[config.mk]
export PLATFORM = sky130hd
export DESIGN_NAME = req_route_top
export DESIGN_NICKNAME = d
export VERILOG_FILES = /design/src/verilog/req_pkg.sv /design/src/verilog/req_intf.sv /design/src/verilog/req_route_top.sv /design/src/verilog/req_arbiter.sv /design/src/verilog/req_reg.sv /design/src/verilog/req_dispatch.sv
export SDC_FILE = /design/constraint.sdc
export NUM_CORES = 1
export LEC_CHECK = 0
export ABC_CLOCK_PERIOD_IN_PS = 7550
export BUFFER_PORTS_ARGS = -buffer_cell sky130_fd_sc_hd__buf_2
export CELL_PAD_IN_SITES_DETAIL_PLACEMENT = 1
export CELL_PAD_IN_SITES_GLOBAL_PLACEMENT = 2
export CORE_ASPECT_RATIO = 0.8
export CORE_MARGIN = 2
export CORE_UTILIZATION = 42
export CTS_CLUSTER_SIZE = 40
export DETAILED_ROUTE_END_ITERATION = 12
export GPL_TIMING_DRIVEN = 0
export PLACE_DENSITY = 0.84
export SKIP_CTS_REPAIR_TIMING = 1
export SYNTH_ARGS = -nofsm -noshare
export SYNTH_HDL_FRONTEND = slang
export SYNTH_SLANG_ARGS = --single-unit
[constraint.sdc]
create_clock -name aclk -period 7.55 [get_ports aclk]
set_clock_uncertainty 0.2 [all_clocks]
set_input_delay 1.51 -clock aclk [delete_from_list [all_inputs] [get_ports aclk]]
set_output_delay 1.51 -clock aclk [all_outputs]
set_load 0.01 [all_outputs]
[src/verilog/req_pkg.sv]
package req_pkg;

    // ##################################################
    // Sizes
    // ##################################################

    localparam int N_CHAN     = 4;
    localparam int CHAN_BITS  = 2;
    localparam int VADDR_BITS = 48;
    localparam int CHAN_LSB   = 12;   // Each 4 KiB page maps to the next channel in turn.
    localparam int LEN_BITS   = 28;
    localparam int N_ID_BITS  = 6;    // Ids wrap modulo 64.

    // ##################################################
    // Types
    // ##################################################

    typedef enum logic [1:0] {
        REQ_READ  = 2'b00,
        REQ_WRITE = 2'b01,
        REQ_SYNC  = 2'b10
    } req_opcode_t;

    // One memory request as seen by the front end.
    typedef struct packed {
        req_opcode_t             opcode;
        logic [VADDR_BITS-1:0]   vaddr;
        logic [LEN_BITS-1:0]     len;
    } req_t;

    // The id travels next to the request, not inside it.
    typedef logic [N_ID_BITS-1:0] req_id_t;

endpackage
[src/verilog/req_intf.sv]
`timescale 1ns/1ps

interface req_intf import req_pkg::*; ();

    logic    valid;
    logic    ready;
    req_t    req;
    req_id_t id;

    // Sender side.
    modport m (
        output valid,
        output req,
        output id,
        input  ready
    );

    // Receiver side.
    modport s (
        input  valid,
        input  req,
        input  id,
        output ready
    );

endinterface

[src/verilog/req_route_top.sv]
`timescale 1ns/1ps

module req_route_top import req_pkg::*; (
    input  logic                  aclk,
    input  logic                  aresetn,

    // Request input.
    input  logic                  s_valid,
    output logic                  s_ready,
    input  req_opcode_t           s_opcode,
    input  logic [VADDR_BITS-1:0] s_vaddr,
    input  logic [LEN_BITS-1:0]   s_len,

    // Merged request output.
    output logic                  m_valid,
    input  logic                  m_ready,
    output req_opcode_t           m_opcode,
    output logic [VADDR_BITS-1:0] m_vaddr,
    output logic [LEN_BITS-1:0]   m_len,
    output req_id_t               m_id
);

    req_t s_req;
    req_t m_req;

    req_intf ch_in [N_CHAN] ();
    req_intf ch_out [N_CHAN] ();

    assign s_req.opcode = s_opcode;
    assign s_req.vaddr  = s_vaddr;
    assign s_req.len    = s_len;

    assign m_opcode = m_req.opcode;
    assign m_vaddr  = m_req.vaddr;
    assign m_len    = m_req.len;

    // ##################################################
    // Dispatch, per-channel slices, merge
    // ##################################################

    req_dispatch u_dispatch (
        .aclk    (aclk),
        .aresetn (aresetn),
        .s_valid (s_valid),
        .s_ready (s_ready),
        .s_req   (s_req),
        .ch_in   (ch_in)
    );

    genvar i;
    generate
        for (i = 0; i < N_CHAN; i++) begin : g_slice
            req_reg u_reg (
                .aclk    (aclk),
                .aresetn (aresetn),
                .req_in  (ch_in[i]),
                .req_out (ch_out[i])
            );
        end
    endgenerate

    req_arbiter u_arbiter (
        .aclk    (aclk),
        .aresetn (aresetn),
        .ch_out  (ch_out),
        .m_valid (m_valid),
        .m_ready (m_ready),
        .m_req   (m_req),
        .m_id    (m_id)
    );

endmodule

[src/verilog/req_arbiter.sv]
`timescale 1ns/1ps

module req_arbiter import req_pkg::*; (
    input  logic    aclk,
    input  logic    aresetn,

    req_intf.s      ch_out [N_CHAN],

    output logic    m_valid,
    input  logic    m_ready,
    output req_t    m_req,
    output req_id_t m_id
);

    logic [N_CHAN-1:0]    ch_valid;
    req_t                 ch_req [N_CHAN];
    req_id_t              ch_id [N_CHAN];

    logic [CHAN_BITS-1:0] ptr_q;
    logic [CHAN_BITS-1:0] search;
    logic [CHAN_BITS-1:0] grant;
    logic                 lock_q;
    logic [CHAN_BITS-1:0] lock_chan_q;
    logic                 m_fire;

    // ##################################################
    // Channel gather and ready return
    // ##################################################

    genvar i;
    generate
        for (i = 0; i < N_CHAN; i++) begin : g_chan
            assign ch_valid[i]     = ch_out[i].valid;
            assign ch_req[i]       = ch_out[i].req;
            assign ch_id[i]        = ch_out[i].id;
            assign ch_out[i].ready = m_ready && m_valid && (grant == CHAN_BITS'(i));
        end
    endgenerate

    // ##################################################
    // Round-robin search
    // ##################################################

    always_comb begin : rr_search
        logic                 found;
        logic [CHAN_BITS-1:0] idx;
        found  = 1'b0;
        search = ptr_q;
        for (int k = 0; k < N_CHAN; k++) begin
            idx = ptr_q + CHAN_BITS'(k);   // Wraps around the channel count.
            if (!found && ch_valid[idx]) begin
                found  = 1'b1;
                search = idx;
            end
        end
    end

    // A stalled grant is held, so a newly valid channel cannot steal the port.
    assign grant   = lock_q ? lock_chan_q : search;

    assign m_valid = ch_valid[grant];
    assign m_req   = ch_req[grant];
    assign m_id    = ch_id[grant];
    assign m_fire  = m_valid && m_ready;

    always_ff @(posedge aclk, negedge aresetn) begin
        if (!aresetn) begin
            ptr_q       <= '0;
            lock_q      <= 1'b0;
            lock_chan_q <= '0;
        end else begin
            lock_q      <= m_valid && !m_ready;
            lock_chan_q <= grant;
            if (m_fire)
                ptr_q <= grant + 1'b1;   // Winner drops to lowest priority.
        end
    end

endmodule

[src/verilog/req_reg.sv]
`timescale 1ns/1ps

module req_reg import req_pkg::*; (
    input  logic    aclk,
    input  logic    aresetn,

    req_intf.s      req_in,
    req_intf.m      req_out
);

    logic    in_ready_q, in_ready_d;

    logic    out_valid_q, out_valid_d;
    req_t    out_req_q, out_req_d;
    req_id_t out_id_q, out_id_d;

    logic    tmp_valid_q, tmp_valid_d;
    req_t    tmp_req_q, tmp_req_d;
    req_id_t tmp_id_q, tmp_id_d;

    // Ready stays high unless the skid entry is taken or is about to be.
    assign in_ready_d = req_out.ready || (!tmp_valid_q && (!out_valid_q || !req_in.valid));

    always_comb begin
        out_valid_d = out_valid_q;
        out_req_d   = out_req_q;
        out_id_d    = out_id_q;
        tmp_valid_d = tmp_valid_q;
        tmp_req_d   = tmp_req_q;
        tmp_id_d    = tmp_id_q;

        if (in_ready_q) begin
            if (req_out.ready || !out_valid_q) begin
                out_valid_d = req_in.valid;
                out_req_d   = req_in.req;
                out_id_d    = req_in.id;
            end else begin
                // Output is stalled, so park the new request.
                tmp_valid_d = req_in.valid;
                tmp_req_d   = req_in.req;
                tmp_id_d    = req_in.id;
            end
        end else if (req_out.ready) begin
            out_valid_d = tmp_valid_q;   // Drain the skid entry first.
            out_req_d   = tmp_req_q;
            out_id_d    = tmp_id_q;
            tmp_valid_d = 1'b0;
        end
    end

    always_ff @(posedge aclk, negedge aresetn) begin
        if (!aresetn) begin
            in_ready_q  <= 1'b0;
            out_valid_q <= 1'b0;
            tmp_valid_q <= 1'b0;
        end else begin
            in_ready_q  <= in_ready_d;
            out_valid_q <= out_valid_d;
            tmp_valid_q <= tmp_valid_d;
        end
    end

    always_ff @(posedge aclk) begin
        out_req_q <= out_req_d;
        out_id_q  <= out_id_d;
        tmp_req_q <= tmp_req_d;
        tmp_id_q  <= tmp_id_d;
    end

    assign req_in.ready  = in_ready_q;

    assign req_out.valid = out_valid_q;
    assign req_out.req   = out_req_q;
    assign req_out.id    = out_id_q;

endmodule

[src/verilog/req_dispatch.sv]
`timescale 1ns/1ps

module req_dispatch import req_pkg::*; (
    input  logic    aclk,
    input  logic    aresetn,

    input  logic    s_valid,
    output logic    s_ready,
    input  req_t    s_req,

    req_intf.m      ch_in [N_CHAN]
);

    logic [CHAN_BITS-1:0] chan;
    logic [N_CHAN-1:0]    ch_ready;
    logic                 s_fire;
    req_id_t              id_q;

    // ##################################################
    // Channel decode
    // ##################################################

    assign chan = s_req.vaddr[CHAN_LSB +: CHAN_BITS];

    genvar i;
    generate
        for (i = 0; i < N_CHAN; i++) begin : g_chan
            // Only the addressed channel sees valid, the rest just see the bundle.
            assign ch_in[i].valid = s_valid && (chan == CHAN_BITS'(i));
            assign ch_in[i].req   = s_req;
            assign ch_in[i].id    = id_q;
            assign ch_ready[i]    = ch_in[i].ready;
        end
    endgenerate

    assign s_ready = ch_ready[chan];   // Follows the channel picked by the current address.
    assign s_fire  = s_valid && s_ready;

    // ##################################################
    // Id counter
    // ##################################################

    always_ff @(posedge aclk, negedge aresetn) begin
        if (!aresetn) begin
            id_q <= '0;
        end else if (s_fire) begin
            id_q <= id_q + 1'b1;   // Wraps on its own at 2**N_ID_BITS.
        end
    end

endmodule

==> summary.log <==
qor: clocking.cts_tree yes
qor: placement.dp_hpwl 42600 µm
qor: sta.setup_viol 0
qor: detailed_routing.highest_layer met5
qor: pwr.peakVddDrop 0.000365 V
qor: logic_synthesis.yosys_register_bits 695
qor: worst_setup_path.timing.critical_path.cells buf_4 > nand2b_1 > a21oi_1 > o32ai_1 > o21a_1 > buf_2 > buf_6 > buf_6 > mux2i_1 > buf_2
qor: pwr.power_report.internal_total 0.0117 W
qor: sta.final_hold_viol_count 0
qor: logic_synthesis.syn_avg_cell_area 18.9 µm²
qor: min_path.timing.hold.worst.class flip-flop to flip-flop
qor: logic_synthesis.postSynth.asyncResetShare 3.31%
qor: detailed_routing.met3_length 3390 µm
qor: worst_setup_path.cp.required 5.84 ns
qor: logic_synthesis.yosys.cell_types.count 65
qor: sta.setup_tns 0 ns
qor: floorplanning.dieArea 70200 µm²
qor: cells_and_area.nets 1860
qor: detailed_routing.viasPerCell 5.31
qor: detailed_routing.initialDrtViolationCount 901
qor: logic_synthesis.synth.net_count 1592
qor: logic_synthesis.synth.yosys.warnings 0
qor: logic_synthesis.synth_simple_gate_area_share 1.36%
qor: worst_setup_path.crit_path_start_kind flip-flop
qor: logic_synthesis.synth.most_common_cell sky130_fd_sc_hd__edfxtp_1
qor: worst_setup_path.critPathSlowestCell sky130_fd_sc_hd__dfrtp_1
qor: detailed_routing.routed-wl-met2 33900 µm
qor: worst_setup_path.critPathMaxFanout 10
qor: cells_and_area.fillers 6171
qor: pwr.clock_power_share 19.1%
qor: logic_synthesis.synth.top_cells.by_count sky130_fd_sc_hd__edfxtp_1, sky130_fd_sc_hd__mux2_2, sky130_fd_sc_hd__mux2i_1, sky130_fd_sc_hd__clkbuf_1, sky130_fd_sc_hd__nand2_1
qor: clocking.clk_latency 0.61 ns
qor: grt.grt_usage 19.9%
qor: placement.finalWeightedCongestion 0.826
qor: logic_synthesis.synth-adder-area-share 0.0438%
qor: logic_synthesis.ys_seq_area_share 72.6%
qor: clocking.root_buffer sky130_fd_sc_hd__clkbuf_16
qor: logic_synthesis.count_of_flip_flops_with_a_built_in_enable_after_synthesis 672
qor: logic_synthesis.post_synth_xor_area_fraction 0.184%
qor: clocking.cts_made_buffers 73
qor: worst_setup_path.worst-setup-path-type flip-flop to output pin
qor: pwr.report.power.total 0.0180 W
qor: floorplanning.core-area 67300 µm²
qor: floorplanning.boundaryPins 168
qor: placement.dpl.cell_count 2615
qor: grt.grt_overflow_total 0
qor: detailed_routing.num_vias 14598
qor: placement.port-buffer-count 167
qor: logic_synthesis.synth.mux.area_fraction 22.2%
qor: clocking.clk_pin_slew 0.06 ns
qor: detailed_routing.wl_met1 30100 µm
qor: pwr.power.sequential.fraction 40.7%
qor: detailed_routing.routedWlPerCell 25.1 µm
qor: placement.pre_cts_ws 3.14 ns
qor: logic_synthesis.netlist_area 28600 µm²
qor: floorplanning.die_w 296 µm
qor: sta.achievable-frequency 205 MHz
qor: logic_synthesis.post_synth_main_area_contributors sky130_fd_sc_hd__edfxtp_1, sky130_fd_sc_hd__mux2_2, sky130_fd_sc_hd__mux2i_1
qor: sta.final_period_minus_worst_setup_slack 4.88 ns
qor: sta.rsz0062_at_grt no
qor: sta.remaining_max_slew_budget_at_the_tightest_pin 33.7%
qor: logic_synthesis.synth.top_cell.area_share 70.6%
qor: detailed_routing.drcViolationCount 0
qor: cells_and_area.area_growth_syn_to_layout 17.4%
qor: status.status finished clean
qor: logic_synthesis.syn_inst 1509
qor: pwr.power_switching_share 34.9%
qor: logic_synthesis.synth_top_area_cell sky130_fd_sc_hd__edfxtp_1
qor: sta.worst-slew-pin-transition 0.994 ns
qor: sta.maxSlewViolCount 0
qor: detailed_routing.antenna_violating_nets_post_route 0
qor: pwr.switching_power 0.00628 W
qor: pwr.power_density 536 nW/µm²
qor: clocking.cts.sink_count 695
qor: worst_setup_path.worst_path_largest_cell_delay 0.45 ns
qor: detailed_routing.drtPass1Iterations 5
qor: grt.grt_first_pass_wirelength 104000 µm
qor: pwr.p_leak 12.4 nW
qor: cells_and_area.drive_gt1_share 37.0%
qor: worst_setup_path.critPathCaptureType output pin
qor: clocking.clock_tree.buffer_depth 3
qor: sta.setup_ws 2.67 ns
qor: logic_synthesis.synth_flop_cell sky130_fd_sc_hd__edfxtp_1
qor: clocking.ctsHtreeMaxLevel 3
qor: pwr.combPwrFrac 40.2%
qor: detailed_routing.postRouteWirelength 68800 µm
qor: logic_synthesis.synth_compound_area_share 1.32%
qor: grt.grt_antenna_before_repair 10
qor: run.drv.max_cap_violation_count 0
qor: floorplanning.initial_utilization 42.5%
qor: floorplanning.fp-row-count 85
qor: floorplanning.die_height 237 µm
qor: sta.finalCritPeriodShare 64.6%
qor: cells_and_area.stdcell_count 2747
qor: grt.grt_start_max_net_pins 54
qor: logic_synthesis.synth_top_family_by_area multiplexers
qor: worst_setup_path.arrival 3.17 ns
qor: grt.vias_in_the_first_global_route 16001
-- placed cells by master (no fill, tap or decap), drive strengths merged, types with 3 or more instances in the layout --
cell      netlist  final
o22ai           3      3
xnor2           5      5
clkinvlp        0      3
buf            32    225
nand4           4      4
and3            3      3
nor2           10     10
clkbuf         46    146
clkinv          1     24
o21ai           8      8
a21oi           6      6
diode           0      3
inv            11     12
nand2b          7      7
o32ai           3      3
mux2i         253    253
mux2          335    335
nor3            5      5
a211o           3      3
dfrtp          23     23
edfxtp        672    672
nand2          25     25
nor2b           3      3
nand3           7      7
-- worst max-delay path: cells and delay by family (launching register included) --
family / cells / cell delay (ns)
buf+inv: 5 / 1.07
flops: 1 / 0.45
mux: 1 / 0.42
simple gates: 1 / 0.12
compound gates: 3 / 0.48
-- cell families (layout without fill, tap and decap cells) --
family	Yosys count	in the layout
flops	695	695
mux	590	590
buf+inv	92	414
simple gates	75	75
compound gates	50	50
xor+xnor	6	6
fa+ha+maj	1	1
other cells	0	3
-- stage by stage --
stage	instance area, µm²	utilization (%)	hold slack, ns
after floorplan	28600	-	0.263
after global placement	30600	45.4	0.292
after detailed placement	31200	46.4	0.301
after CTS	33500	49.8	0.307
after global routing	33500	49.8	0.345
final	33500	49.8	0.306
-- routing by layer --
| metal | track usage (%) | vias up |
|---|---|---|
| met2 | 32.9 | 327 |
| met3 | 4.34 | 114 |
| met4 | 4.68 | 12 |
| li1 | - | 6500 |
| met5 | 0 | - |
| met1 | 27.0 | 7645 |
-- path summary, 6_finish.rpt --
| check | start | to | slack (ns) | cells past startpoint |
|---|---|---|---|---|
| worst max-delay path | g_slice[0].u_reg.req_out.valid$_DFFE_PN0P_ | m_vaddr[13] | 2.67 | 10 |
| worst min-delay path | g_slice[0].u_reg.tmp_valid_q$_DFFE_PN0P_ | g_slice[0].u_reg.req_in.ready$_DFF_PN0_ | 0.31 | 1 |
| worst max register to register | g_slice[3].u_reg.req_in.ready$_DFF_PN0_ | g_slice[3].u_reg.tmp_req_q[34]$_DFFE_PP_ | 3.39 | 8 |
| worst min register to register | g_slice[0].u_reg.tmp_valid_q$_DFFE_PN0P_ | g_slice[0].u_reg.req_in.ready$_DFF_PN0_ | 0.31 | 1 |
| max in group asynchronous | aresetn | g_slice[3].u_reg.req_out.valid$_DFFE_PN0P_ | 6.06 | 1 |
| min in group asynchronous | aresetn | u_dispatch.ch_in[0].id[5]$_DFFE_PN0P_ | 0.70 | 1 |
-- power groups by stage --
stage	registers, W	logic, W	clock network (W)
floorplan	0.00746	0.00421	0
global placement	0.00758	0.00637	0
detailed placement	0.00740	0.00735	0
CTS	0.00735	0.00739	0.00350
global route	0.00753	0.00773	0.00364
finish	0.00733	0.00723	0.00343
-- area by class of cell --
| class | instances | area [µm²] | share of cell area [%] |
|---|---|---|---|
| Clock buffer | 100 | 2100 | 6.25 |
| Buffer | 80 | 594 | 1.77 |
| Clock inverter | 29 | 191 | 0.571 |
| Sequential cell | 695 | 20800 | 61.9 |
| Inverter | 12 | 50.0 | 0.149 |
| Antenna cell | 3 | 7.51 | 0.0224 |
| Timing Repair Buffer | 193 | 1450 | 4.32 |
| Multi-Input combinational cell | 722 | 7260 | 21.6 |
| Tap cell | 913 | 1140 | 3.41 |
(Power assumes the default switching activity.)
